==> config.mk <==
export PLATFORM = sky130hd
export DESIGN_NAME = pipeline
export DESIGN_NICKNAME = d
export VERILOG_FILES = /design/src/logic/isa_pkg.sv /design/src/logic/pipe_pkg.sv /design/src/logic/stage_reg.sv /design/src/logic/fetch_unit.sv /design/src/logic/decode_unit.sv /design/src/logic/register_file.sv /design/src/logic/execute_unit.sv /design/src/logic/pipeline.sv
export VERILOG_INCLUDE_DIRS = /design/src /design/src/include
export SDC_FILE = /design/constraint.sdc
export NUM_CORES = 2
export LEC_CHECK = 0
export CORE_AREA = 2 2 406 307
export DETAILED_ROUTE_END_ITERATION = 6
export DIE_AREA = 0 0 408 309
export DONT_BUFFER_PORTS = 1
export PLACE_DENSITY = 0.81
export SYNTH_ARGS = -nofsm -noshare
export SYNTH_HDL_FRONTEND = slang
export SYNTH_SLANG_ARGS = --single-unit
==> constraint.sdc <==
create_clock -name clk -period 21.8 [get_ports clk]
set_clock_uncertainty 0.15 [all_clocks]
set_input_delay 2.18 -clock clk [delete_from_list [all_inputs] [get_ports clk]]
set_output_delay 2.18 -clock clk [all_outputs]
set_load 0.01 [all_outputs]
==> src/include/cpu_params.svh <==
`ifndef CPU_PARAMS_SVH
`define CPU_PARAMS_SVH

// Width of data words and of the PC
`define DATA_WIDTH 32

// Number of general purpose registers
`define REG_COUNT 32

// Fetch address after reset
`define RESET_PC 32'h0000_0000

// One instruction word per fetch
`define PC_STEP 32'd4

`endif

==> src/logic/isa_pkg.sv <==
package isa_pkg;

    typedef logic [4:0] reg_addr_t;

    // Low half of an R-type word
    typedef struct packed {
        reg_addr_t  rd;
        logic [4:0] shamt;
        logic [5:0] funct;
    } r_fields_t;

    // Low half read as R-type fields or as the 16-bit immediate
    typedef union packed {
        r_fields_t   r;
        logic [15:0] imm;
    } low_half_t;

    typedef struct packed {
        logic [5:0] opcode;
        reg_addr_t  rs;
        reg_addr_t  rt;
        low_half_t  low;
    } instr_t;

    ////////////////////////////////////////////////////////////////////////////
    // Opcodes
    ////////////////////////////////////////////////////////////////////////////

    localparam logic [5:0] OP_SPECIAL = 6'h00;
    localparam logic [5:0] OP_ADDI    = 6'h08;
    localparam logic [5:0] OP_ADDIU   = 6'h09;
    localparam logic [5:0] OP_SLTI    = 6'h0a;
    localparam logic [5:0] OP_SLTIU   = 6'h0b;
    localparam logic [5:0] OP_ANDI    = 6'h0c;
    localparam logic [5:0] OP_ORI     = 6'h0d;
    localparam logic [5:0] OP_XORI    = 6'h0e;
    localparam logic [5:0] OP_LUI     = 6'h0f;

    ////////////////////////////////////////////////////////////////////////////
    // SPECIAL funct codes
    ////////////////////////////////////////////////////////////////////////////

    localparam logic [5:0] FN_SLL  = 6'h00;
    localparam logic [5:0] FN_SRL  = 6'h02;
    localparam logic [5:0] FN_SRA  = 6'h03;
    localparam logic [5:0] FN_SLLV = 6'h04;
    localparam logic [5:0] FN_SRLV = 6'h06;
    localparam logic [5:0] FN_SRAV = 6'h07;
    localparam logic [5:0] FN_ADD  = 6'h20;
    localparam logic [5:0] FN_ADDU = 6'h21;
    localparam logic [5:0] FN_SUB  = 6'h22;
    localparam logic [5:0] FN_SUBU = 6'h23;
    localparam logic [5:0] FN_AND  = 6'h24;
    localparam logic [5:0] FN_OR   = 6'h25;
    localparam logic [5:0] FN_XOR  = 6'h26;
    localparam logic [5:0] FN_NOR  = 6'h27;
    localparam logic [5:0] FN_SLT  = 6'h2a;
    localparam logic [5:0] FN_SLTU = 6'h2b;

endpackage

==> src/logic/pipe_pkg.sv <==
`include "cpu_params.svh"

package pipe_pkg;

    import isa_pkg::*;

    typedef enum logic [3:0] {
        ALU_ADD,
        ALU_SUB,
        ALU_AND,
        ALU_OR,
        ALU_XOR,
        ALU_NOR,
        ALU_SLT,
        ALU_SLTU,
        ALU_LUI,
        ALU_SLL,
        ALU_SRL,
        ALU_SRA
    } alu_op_e;

    typedef struct packed {
        logic [`DATA_WIDTH-1:0] pc;
        instr_t                 instr;
    } if_id_t;

    typedef struct packed {
        logic [`DATA_WIDTH-1:0] pc;
        alu_op_e                alu_op;
        logic [`DATA_WIDTH-1:0] op_a;
        logic [`DATA_WIDTH-1:0] op_b;
        reg_addr_t              rs;
        reg_addr_t              rt;
        logic [`DATA_WIDTH-1:0] imm_ext;
        logic                   b_is_imm;
        logic [4:0]             shamt;
        logic                   shamt_from_reg;
        reg_addr_t              rd;
        logic                   reg_w;
        logic                   of_check;
    } id_ex_t;

    // reg_w here is already cleared on overflow
    typedef struct packed {
        logic [`DATA_WIDTH-1:0] pc;
        reg_addr_t              rd;
        logic [`DATA_WIDTH-1:0] result;
        logic                   reg_w;
    } ex_wb_t;

    typedef struct packed {
        logic                   valid;
        logic [`DATA_WIDTH-1:0] pc;
        reg_addr_t              rd;
        logic [`DATA_WIDTH-1:0] data;
        logic                   written;
    } commit_t;

endpackage

==> src/logic/stage_reg.sv <==
`timescale 1ns/1ps

module stage_reg #(
    parameter type payload_t = logic
) (
    input  logic     clk,
    input  logic     reset,
    input  logic     hold,
    input  logic     in_valid,
    input  payload_t in_data,
    output logic     out_valid,
    output payload_t out_data
);

    always_ff @(posedge clk) begin
        if (reset) begin
            out_valid <= 1'b0;
        end else if (!hold) begin
            out_valid <= in_valid;
        end
    end

    always_ff @(posedge clk) begin
        if (!hold) begin
            out_data <= in_data;
        end
    end

    a_valid_known: assert property (@(posedge clk) disable iff (reset) !$isunknown(out_valid))
        else $error("stage valid went unknown");

endmodule

==> src/logic/fetch_unit.sv <==
`timescale 1ns/1ps
`include "cpu_params.svh"

module fetch_unit
    import isa_pkg::*;
    import pipe_pkg::*;
(
    input  logic                   clk,
    input  logic                   reset,
    input  logic                   hold,
    input  instr_t                 instr_data,
    output logic [`DATA_WIDTH-1:0] instr_addr,
    output if_id_t                 if_id,
    output logic                   if_id_valid
);

    logic [`DATA_WIDTH-1:0] pc;
    if_id_t                 fetched;

    // PC advances every cycle unless held
    always_ff @(posedge clk) begin
        if (reset) begin
            pc <= `RESET_PC;
        end else if (!hold) begin
            pc <= pc + `PC_STEP;
        end
    end

    assign instr_addr = pc;
    assign fetched    = '{pc: pc, instr: instr_data};

    stage_reg #(.payload_t(if_id_t)) i_if_id (
        .clk       ( clk         ),
        .reset     ( reset       ),
        .hold      ( hold        ),
        .in_valid  ( 1'b1        ),
        .in_data   ( fetched     ),
        .out_valid ( if_id_valid ),
        .out_data  ( if_id       )
    );

    a_pc_aligned: assert property (@(posedge clk) disable iff (reset) pc[1:0] == 2'b00)
        else $error("PC not word aligned");

endmodule

==> src/logic/decode_unit.sv <==
`timescale 1ns/1ps
`include "cpu_params.svh"

module decode_unit
    import isa_pkg::*;
    import pipe_pkg::*;
(
    input  logic                   clk,
    input  logic                   reset,
    input  logic                   hold,
    input  if_id_t                 if_id,
    input  logic                   if_id_valid,
    output reg_addr_t              rs_addr,
    output reg_addr_t              rt_addr,
    input  logic [`DATA_WIDTH-1:0] rs_data,
    input  logic [`DATA_WIDTH-1:0] rt_data,
    output id_ex_t                 id_ex,
    output logic                   id_ex_valid
);

    instr_t                 instr;
    logic                   is_special;
    logic                   legal;
    logic                   of_check;
    logic                   shamt_from_reg;
    alu_op_e                alu_op;
    logic [15:0]            imm;
    logic [`DATA_WIDTH-1:0] imm_ext;
    id_ex_t                 id_next;

    assign instr      = if_id.instr;
    assign imm        = instr.low.imm;
    assign is_special = (instr.opcode == OP_SPECIAL);

    assign rs_addr = instr.rs;
    assign rt_addr = instr.rt;

    ////////////////////////////////////////////////////////////////////////////
    // Opcode and funct decode
    ////////////////////////////////////////////////////////////////////////////

    // All-zero word is SLL into r0 and never writes
    always_comb begin
        alu_op = ALU_ADD;
        legal  = 1'b1;
        if (is_special) begin
            case (instr.low.r.funct)
                FN_ADD, FN_ADDU:  alu_op = ALU_ADD;
                FN_SUB, FN_SUBU:  alu_op = ALU_SUB;
                FN_AND:           alu_op = ALU_AND;
                FN_OR:            alu_op = ALU_OR;
                FN_XOR:           alu_op = ALU_XOR;
                FN_NOR:           alu_op = ALU_NOR;
                FN_SLT:           alu_op = ALU_SLT;
                FN_SLTU:          alu_op = ALU_SLTU;
                FN_SLL, FN_SLLV:  alu_op = ALU_SLL;
                FN_SRL, FN_SRLV:  alu_op = ALU_SRL;
                FN_SRA, FN_SRAV:  alu_op = ALU_SRA;
                default:          legal  = 1'b0;
            endcase
        end else begin
            case (instr.opcode)
                OP_ADDI, OP_ADDIU: alu_op = ALU_ADD;
                OP_SLTI:           alu_op = ALU_SLT;
                OP_SLTIU:          alu_op = ALU_SLTU;
                OP_ANDI:           alu_op = ALU_AND;
                OP_ORI:            alu_op = ALU_OR;
                OP_XORI:           alu_op = ALU_XOR;
                OP_LUI:            alu_op = ALU_LUI;
                default:           legal  = 1'b0;
            endcase
        end
    end

    assign of_check = (is_special && (instr.low.r.funct inside {FN_ADD, FN_SUB}))
                    || (instr.opcode == OP_ADDI);
    assign shamt_from_reg = is_special
                          && (instr.low.r.funct inside {FN_SLLV, FN_SRLV, FN_SRAV});

    // Logic ops zero-extend and LUI moves the immediate up
    always_comb begin
        if (instr.opcode == OP_LUI) begin
            imm_ext = {imm, {(`DATA_WIDTH-16){1'b0}}};
        end else if (instr.opcode inside {OP_ANDI, OP_ORI, OP_XORI}) begin
            imm_ext = {{(`DATA_WIDTH-16){1'b0}}, imm};
        end else begin
            imm_ext = {{(`DATA_WIDTH-16){imm[15]}}, imm};
        end
    end

    assign id_next = '{
        pc:             if_id.pc,
        alu_op:         alu_op,
        op_a:           rs_data,
        op_b:           rt_data,
        rs:             instr.rs,
        rt:             instr.rt,
        imm_ext:        imm_ext,
        b_is_imm:       !is_special,
        shamt:          instr.low.r.shamt,
        shamt_from_reg: shamt_from_reg,
        rd:             is_special ? instr.low.r.rd : instr.rt,
        reg_w:          legal,
        of_check:       of_check
    };

    stage_reg #(.payload_t(id_ex_t)) i_id_ex (
        .clk       ( clk         ),
        .reset     ( reset       ),
        .hold      ( hold        ),
        .in_valid  ( if_id_valid ),
        .in_data   ( id_next     ),
        .out_valid ( id_ex_valid ),
        .out_data  ( id_ex       )
    );

endmodule

==> src/logic/register_file.sv <==
`timescale 1ns/1ps
`include "cpu_params.svh"

module register_file
    import isa_pkg::*;
    import pipe_pkg::*;
(
    input  logic                   clk,
    input  logic                   reset,
    input  logic                   hold,
    input  reg_addr_t              rs_addr,
    input  reg_addr_t              rt_addr,
    output logic [`DATA_WIDTH-1:0] rs_data,
    output logic [`DATA_WIDTH-1:0] rt_data,
    input  ex_wb_t                 ex_wb,
    input  logic                   ex_wb_valid,
    output commit_t                commit
);

    logic [`DATA_WIDTH-1:0] regs [`REG_COUNT];
    logic                   wr_en;

    assign wr_en = ex_wb_valid && ex_wb.reg_w && !hold && (ex_wb.rd != '0);

    always_ff @(posedge clk) begin
        if (reset) begin
            for (int i = 0; i < `REG_COUNT; i++) begin
                regs[i] <= '0;
            end
        end else if (wr_en) begin
            regs[ex_wb.rd] <= ex_wb.result;
        end
    end

    // Write-through so the instruction two behind sees this cycle's result
    assign rs_data = (rs_addr == '0) ? '0
                   : (wr_en && rs_addr == ex_wb.rd) ? ex_wb.result : regs[rs_addr];
    assign rt_data = (rt_addr == '0) ? '0
                   : (wr_en && rt_addr == ex_wb.rd) ? ex_wb.result : regs[rt_addr];

    assign commit = '{
        valid:   ex_wb_valid && !hold,
        pc:      ex_wb.pc,
        rd:      ex_wb.rd,
        data:    ex_wb.result,
        written: wr_en
    };

    a_r0_zero: assert property (@(posedge clk) disable iff (reset) regs[0] == '0)
        else $error("register zero was written");

endmodule

==> src/logic/execute_unit.sv <==
`timescale 1ns/1ps
`include "cpu_params.svh"

module execute_unit
    import isa_pkg::*;
    import pipe_pkg::*;
(
    input  logic   clk,
    input  logic   reset,
    input  logic   hold,
    input  id_ex_t id_ex,
    input  logic   id_ex_valid,
    output ex_wb_t ex_wb,
    output logic   ex_wb_valid
);

    localparam int MSB = `DATA_WIDTH - 1;

    logic                   wb_hit;
    logic [`DATA_WIDTH-1:0] a_fwd;
    logic [`DATA_WIDTH-1:0] b_fwd;
    logic [`DATA_WIDTH-1:0] op_b;
    logic [4:0]             shamt;
    logic [`DATA_WIDTH-1:0] result;
    logic                   b_sign;
    logic                   overflow;
    ex_wb_t                 ex_next;

    ////////////////////////////////////////////////////////////////////////////
    // Forwarding from the instruction one ahead
    ////////////////////////////////////////////////////////////////////////////

    assign wb_hit = ex_wb_valid && ex_wb.reg_w && (ex_wb.rd != '0);
    assign a_fwd  = (wb_hit && ex_wb.rd == id_ex.rs) ? ex_wb.result : id_ex.op_a;
    assign b_fwd  = (wb_hit && ex_wb.rd == id_ex.rt) ? ex_wb.result : id_ex.op_b;

    assign op_b  = id_ex.b_is_imm ? id_ex.imm_ext : b_fwd;
    assign shamt = id_ex.shamt_from_reg ? a_fwd[4:0] : id_ex.shamt;

    // ALU and a barrel shifter that shifts operand B
    always_comb begin
        case (id_ex.alu_op)
            ALU_ADD:  result = a_fwd + op_b;
            ALU_SUB:  result = a_fwd - op_b;
            ALU_AND:  result = a_fwd & op_b;
            ALU_OR:   result = a_fwd | op_b;
            ALU_XOR:  result = a_fwd ^ op_b;
            ALU_NOR:  result = ~(a_fwd | op_b);
            ALU_SLT:  result = {{MSB{1'b0}}, $signed(a_fwd) < $signed(op_b)};
            ALU_SLTU: result = {{MSB{1'b0}}, a_fwd < op_b};
            ALU_LUI:  result = op_b;
            ALU_SLL:  result = op_b << shamt;
            ALU_SRL:  result = op_b >> shamt;
            ALU_SRA:  result = $signed(op_b) >>> shamt;
            default:  result = '0;
        endcase
    end

    // Subtract looks like adding -B, so compare against the flipped sign
    assign b_sign   = (id_ex.alu_op == ALU_SUB) ? ~op_b[MSB] : op_b[MSB];
    assign overflow = (a_fwd[MSB] == b_sign) && (result[MSB] != a_fwd[MSB]);

    assign ex_next = '{
        pc:     id_ex.pc,
        rd:     id_ex.rd,
        result: result,
        reg_w:  id_ex.reg_w && !(id_ex.of_check && overflow)
    };

    stage_reg #(.payload_t(ex_wb_t)) i_ex_wb (
        .clk       ( clk         ),
        .reset     ( reset       ),
        .hold      ( hold        ),
        .in_valid  ( id_ex_valid ),
        .in_data   ( ex_next     ),
        .out_valid ( ex_wb_valid ),
        .out_data  ( ex_wb       )
    );

endmodule

==> src/logic/pipeline.sv <==
`timescale 1ns/1ps
`include "cpu_params.svh"

module pipeline
    import isa_pkg::*;
    import pipe_pkg::*;
(
    input  logic                   clk,
    input  logic                   reset,
    input  logic                   hold,
    output logic [`DATA_WIDTH-1:0] instr_addr,
    input  instr_t                 instr_data,
    output commit_t                commit
);

    if_id_t                 if_id;
    logic                   if_id_valid;
    id_ex_t                 id_ex;
    logic                   id_ex_valid;
    ex_wb_t                 ex_wb;
    logic                   ex_wb_valid;
    reg_addr_t              rs_addr;
    reg_addr_t              rt_addr;
    logic [`DATA_WIDTH-1:0] rs_data;
    logic [`DATA_WIDTH-1:0] rt_data;

    ////////////////////////////////////////////////////////////////////////////
    // IF
    ////////////////////////////////////////////////////////////////////////////

    fetch_unit i_fetch (
        .clk         ( clk         ),
        .reset       ( reset       ),
        .hold        ( hold        ),
        .instr_data  ( instr_data  ),
        .instr_addr  ( instr_addr  ),
        .if_id       ( if_id       ),
        .if_id_valid ( if_id_valid )
    );

    ////////////////////////////////////////////////////////////////////////////
    // ID and EX
    ////////////////////////////////////////////////////////////////////////////

    decode_unit i_decode (
        .clk         ( clk         ),
        .reset       ( reset       ),
        .hold        ( hold        ),
        .if_id       ( if_id       ),
        .if_id_valid ( if_id_valid ),
        .rs_addr     ( rs_addr     ),
        .rt_addr     ( rt_addr     ),
        .rs_data     ( rs_data     ),
        .rt_data     ( rt_data     ),
        .id_ex       ( id_ex       ),
        .id_ex_valid ( id_ex_valid )
    );

    execute_unit i_execute (
        .clk         ( clk         ),
        .reset       ( reset       ),
        .hold        ( hold        ),
        .id_ex       ( id_ex       ),
        .id_ex_valid ( id_ex_valid ),
        .ex_wb       ( ex_wb       ),
        .ex_wb_valid ( ex_wb_valid )
    );

    ////////////////////////////////////////////////////////////////////////////
    // WB and commit
    ////////////////////////////////////////////////////////////////////////////

    register_file i_regfile (
        .clk         ( clk         ),
        .reset       ( reset       ),
        .hold        ( hold        ),
        .rs_addr     ( rs_addr     ),
        .rt_addr     ( rt_addr     ),
        .rs_data     ( rs_data     ),
        .rt_data     ( rt_data     ),
        .ex_wb       ( ex_wb       ),
        .ex_wb_valid ( ex_wb_valid ),
        .commit      ( commit      )
    );

endmodule

**Word level (Yosys, flattened, before mapping)**

Memory sizes are Yosys's and may differ from the RTL's. A register that Yosys moved wholly into a read port is not among the register bits.
Index checks and enable logic that the tools add are counted.

- Add/subtract/negate cells: 3
- Magnitude comparators: 2
- Equal/unequal tests: 40
- Shifts and indexed selects: 3
- Mux-type cells: 27
- Bitwise operators: 5
- Reduce and logical (&&, ||, !) cells: 34

Operators with widths:

| operator | count |
|---|---|
| 32-bit one-hot mux with 12 select lines | 1 |
| 32-bit two-way mux | 8 |
| 32-bit less-than comparator | 2 |
| 6-bit equality test (second input constant) | 10 |
| 6-bit by 4-bit equality test with 1-bit output (second input constant) | 8 |
| 4-bit one-hot mux with 10 select lines | 1 |
| 32-bit by 3-bit adder with 32-bit output (second input constant) | 1 |
| 32-bit adder | 1 |
| 32-bit bitwise AND | 1 |
| 32-bit inverter | 1 |
| 32-bit OR | 1 |
| 32-bit OR reduction | 1 |
| 32-bit by 5-bit << shifter with 32-bit output | 1 |
| 32-bit by 5-bit >> shifter with 32-bit output | 1 |
| 32-bit by 5-bit >>> shifter with 32-bit output | 1 |
| 32-bit subtractor | 1 |
| 32-bit bitwise XOR | 1 |
| 5-bit two-way mux | 5 |
| 4-bit one-hot mux with 6 select lines | 1 |
| 5-bit equality test | 4 |
| 6-bit by 3-bit equality test with 1-bit output (second input constant) | 3 |
| 4-bit by 3-bit equality test with 1-bit output (second input constant) | 4 |
| 4-bit equality test (second input constant) | 4 |
| 16-bit OR reduction | 1 |
| 19 further kinds | 51 |

- Bits in registers: 325
- Memory bits (writable): 1024
- Output and inout port bits: 103
- Memories: 1

Memory list:

| memory | depth | bits a word | rd ports | clocked after Yosys merged registers in | write ports | line | RTL |
|---|---|---|---|---|---|---|---|
| i_regfile.regs | 32 | 32 | 2 | 2 | 32 | register_file.sv:20 | `` logic [`DATA_WIDTH-1:0] regs [`REG_COUNT]; `` |

**Logic depth before layout (Yosys ltp)**

- Word-level depth: 13
- Mapped depth: 20
- Mapped depth without buffers: 19

**Hierarchy**

Synthesis repeated with hierarchy kept, for this count alone.

- Cell total of the unflattened synthesis: 6292
- Area, all modules: 78066.1 um2

Modules (own cells, without submodules):

| module | instances | cells an instance | area an instance (um2) | sequential area each (um2) |
|---|---|---|---|---|
| register_file | 1 | 4040 | 56190.1 | 30749.5 |
| execute_unit | 1 | 1682 | 10884.2 | 0.0 |
| stage_reg at i_decode.i_id_ex | 1 | 160 | 4722.0 | 4704.5 |
| stage_reg at i_execute.i_ex_wb | 1 | 74 | 2139.6 | 2122.0 |
| stage_reg at i_fetch.i_if_id | 1 | 68 | 1959.4 | 1941.9 |
| fetch_unit | 1 | 166 | 1493.9 | 600.6 |
| decode_unit | 1 | 102 | 676.9 | 0.0 |

**Least setup slack after synthesis**

No wires, ideal clock.

- Path type: input to register
- Start: in hold
- End: reg i_fetch.pc[28], in the netlist i_fetch.instr_addr[28]
- Data arrival time: 9879 ps
- Data required time: 21580 ps
- Setup slack: 11701 ps
- Cell stages on the path: 9
- Buffers on the path: 2
- Cell sequence: clkbuf_1 -> inv_1 -> and3_1 -> and3_1 -> clkbuf_1 -> nor2b_1 -> nand2_1 -> or3_1 -> a21oi_1

RTL lines:

| what | line | RTL |
|---|---|---|
| start, declared | pipeline.sv:10 | `input logic hold,` |
| end signal, assigned | fetch_unit.sv:23 | `` pc <= `RESET_PC; `` |
| end signal, assigned | fetch_unit.sv:25 | `` pc <= pc + `PC_STEP; `` |
| end, declared | fetch_unit.sv:17 | `` logic [`DATA_WIDTH-1:0] pc; `` |

==> out/qor.txt <==
Synth Cell Area = 76400 µm²
Yosys warns = 0
Distinct cells, synth = 89
Most area-hungry cell type in the Yosys netlist = edfxtp_1
Worst-path maximum fanout = 27
Core area = 122000 µm²
Max VDD drop = 0.0825 mV
# DRC = 0
Die Y = 309 µm
I/O pin total = 138
Die X = 408 µm
Post-CTS setup repair buffer count = 0
Largest cells by area after synthesis = edfxtp_1 51%, mux4_2 19%, and2_1 7.9%
Worst Tran Pin Value = 1.42 ns
I/O Buffers = 0
Post_cts resized = 0
Post-route cell area = 81700 µm²
GRT Total Usage = 39.8%
Pwr/cell area = 82.8 nW/µm²
Placer congestion estimate = 1.04
DP Area = 77400 µm²
Die Area = 126000 µm²
CTS tree = built
Slew HR = 5.42%
Number of global-route vias before repair = 49558
Syn Area/Cell = 13.8 µm²
Leakage power = 29.3 nW
Worst setup path endpoint = i_execute.i_ex_wb.out_data[0]
Setup crit start kind = flip-flop
Reg2reg start = i_execute.i_ex_wb.out_data[35]
DRT iter0 DRCs = 9199
Max-cap violation count = 0
DP HPWL = 159000 µm
WP data required = 22.19 ns
Wire length per cell = 35.8 µm
Reg2Reg Setup Slack = 14.61 ns
Max Freq = 0.139 GHz
First-pass GRT wire length = 358000 µm
CP Class = reg2reg
Final setup viols = 0
H-tree depth = 4
Total clock buffers created by CTS = 132
Number of synthesized flops with an enable pin = 1308
Clk pin slew, worst setup/hold paths = 0.07 ns
Clock Tree Buf Depth = 3
Post-synthesis register bit count = 1351
# rows = 111
Pin count of the biggest net entering global routing = 135
Worst skew pair latency = 0.82 ns
Clk root buf = clkbuf_16
Nets = 5383
Cells after Synth = 5533
Grt total ovfl = 0
P&R area growth vs syn = 6.94%
CP Data Arrival Time = 7.58 ns
Hold-fix buffers, CTS = 0
Wirelength, routed = 250000 µm
Initial antenna violation count = 5
Setup TNS = 0 ns
Pins Over Slew Limit = 0
Worst reg2reg path depth = 16
Min Tclk post-route = 7.19 ns
Final Hold Fails = 0
Layout cell share with drive strength beyond 1 = 21.6%
Hold WC Path Type = reg2reg
Crit path capture type = flip-flop
Primary FF master, synth = edfxtp_1
Status = finished, final reports clean
Vias per cell = 7.37
Starting density of the core = 62.7%
Commonest non-fill, non-tap cell in the layout = edfxtp_1
Part of the cycle the worst path needs = 33.0%
Fraction of registers with async set/reset = 0%
Total iterations of the first detailed-routing run = 6
Sequential fraction of the synthesis area = 52.5%
Vias = 51594
Post-DRT Antenna Nets = 0
Share of the synthesized area in the top cell type = 51.4%
Commonest non-fill, non-tap cells in the layout = 1308 x edfxtp_1, 971 x and2_1, 642 x mux4_2, 257 x nor2_1, 181 x mux2i_1
Worst Setup SP = i_execute.i_ex_wb.out_data[35]
RR Endpoint = i_execute.i_ex_wb.out_data[0]
RSZ-0062 raised after global routing = false
Sink Count = 1351
## per-layer routing
| layer | GRT usage [%] | part of all wire, % |
|---|---|---|
| met2 | 55.5 | 42 |
| met5 | 0 | 0.012 |
| met4 | 16.8 | 4.8 |
| met3 | 14.4 | 17 |
| met1 | 57.0 | 36 |
## state kept, by name, indices dropped and copies added (netlist names), named ones only
| name | flops |
|---|---|
| i_fetch.i_if_id.out_data | 62 |
| i_decode.i_id_ex.out_data | 154 |
| i_execute.i_ex_wb.out_data | 68 |
| i_fetch.i_if_id.out_valid | 1 |
| i_decode.i_id_ex.out_valid | 1 |
| i_regfile.regs | 1024 |
| i_fetch.instr_addr | 30 |
| i_execute.i_ex_wb.out_valid | 1 |
## kinds of logic after synthesis
| group | after synthesis | synth area share [%] |
|---|---|---|
| mux | 883 | 22.2 |
| fa+ha+maj | 99 | 1.64 |
| other cells | 1 | 0.00491 |
| xor+xnor | 51 | 0.594 |
| buf+inv | 728 | 4.06 |
| flops | 1351 | 52.5 |
| simple gates | 1740 | 12.7 |
| compound gates | 680 | 6.30 |
## cell usage after synthesis (all sizes together) (13+ instances only)
| master | number |
|---|---|
| nand4b | 33 |
| a21oi | 132 |
| nand3 | 47 |
| dfxtp | 43 |
| and3 | 14 |
| nand2 | 177 |
| mux2i | 181 |
| clkbuf | 405 |
| a21o | 31 |
| nand4 | 16 |
| o22ai | 23 |
| a221oi | 40 |
| or2 | 33 |
| a211oi | 86 |
| a221o | 14 |
| mux4 | 642 |
| xnor2 | 13 |
| or3 | 14 |
| inv | 138 |
| and2 | 972 |
| o21bai | 15 |
| mux2 | 60 |
| a31oi | 20 |
| xor2 | 38 |
| edfxtp | 1308 |
| o211ai | 30 |
| o311ai | 31 |
| nor3 | 71 |
| nor2 | 293 |
| o221ai | 20 |
| ha | 97 |
| buf | 185 |
| o21ai | 130 |
| nor2b | 31 |
## area by class of cell
cell class              instances  area (µm²)
flip-flops and latches       1351       40200
fillers                      8305       40100
multi-input cells            3489       33600
clock buffers                 152        3380
well taps                    1638        2050
repair buffers                137        1050
clock inverters                84         906
inverters                     138         526
diodes                          7        17.5
## how the worst min path moves through the flow
stage / cells after the start / startpoint / to / slack [ns]
floorplan: 0 / i_fetch.i_if_id.out_data[34] / i_decode.i_id_ex.out_data[126] / 0.25
CTS: 0 / i_fetch.i_if_id.out_data[36] / i_decode.i_id_ex.out_data[128] / 0.27
global placement: 0 / i_decode.i_id_ex.out_data[6] / i_execute.i_ex_wb.out_data[37] / 0.25
global route: 0 / i_decode.i_id_ex.out_data[151] / i_execute.i_ex_wb.out_data[65] / 0.28
finish: 0 / i_decode.i_id_ex.out_data[152] / i_execute.i_ex_wb.out_data[66] / 0.27
detailed placement: 0 / i_fetch.i_if_id.out_data[35] / i_decode.i_id_ex.out_data[127] / 0.25
## metrics by stage
stage | setup slack [ns] | hold slack, ns | utilization, % | instances | power [mW]
2_1_floorplan | 11.70 | 0.250 | - | 5568 | 3.98
3_3_place_gp | 14.92 | 0.251 | 63.6 | 6753 | 4.41
3_5_place_dp | 15.00 | 0.255 | 63.6 | 6753 | 4.43
4_1_cts | 14.95 | 0.269 | 67.1 | 6989 | 6.71
5_1_grt | 14.33 | 0.278 | 67.1 | 6991 | 6.91
6_report | 14.61 | 0.265 | 67.1 | 6996 | 6.77
## power breakdown
group          switching [mW]  internal (mW)
Clock                    1.07           1.26
Combinational           0.856          0.491
Sequential              0.112           2.98
## critical path: stages (launching register included)
cell and delay, ns:
edfxtp_1 0.68, or3_1 0.82, o311a_1 0.58, nand2_1 0.11, buf_4 0.43, mux2_2 0.43, ha_1 0.50, nand2_1 0.08
or3_1 0.34, a21oi_1 0.26, nor2_1 0.23, o31ai_1 1.00, nor3_1 0.14, a2111oi_0 0.58, and3_1 0.30, a311o_1 0.17
o2bb2ai_1 0.07
Power figures use the tool's default switching activity.
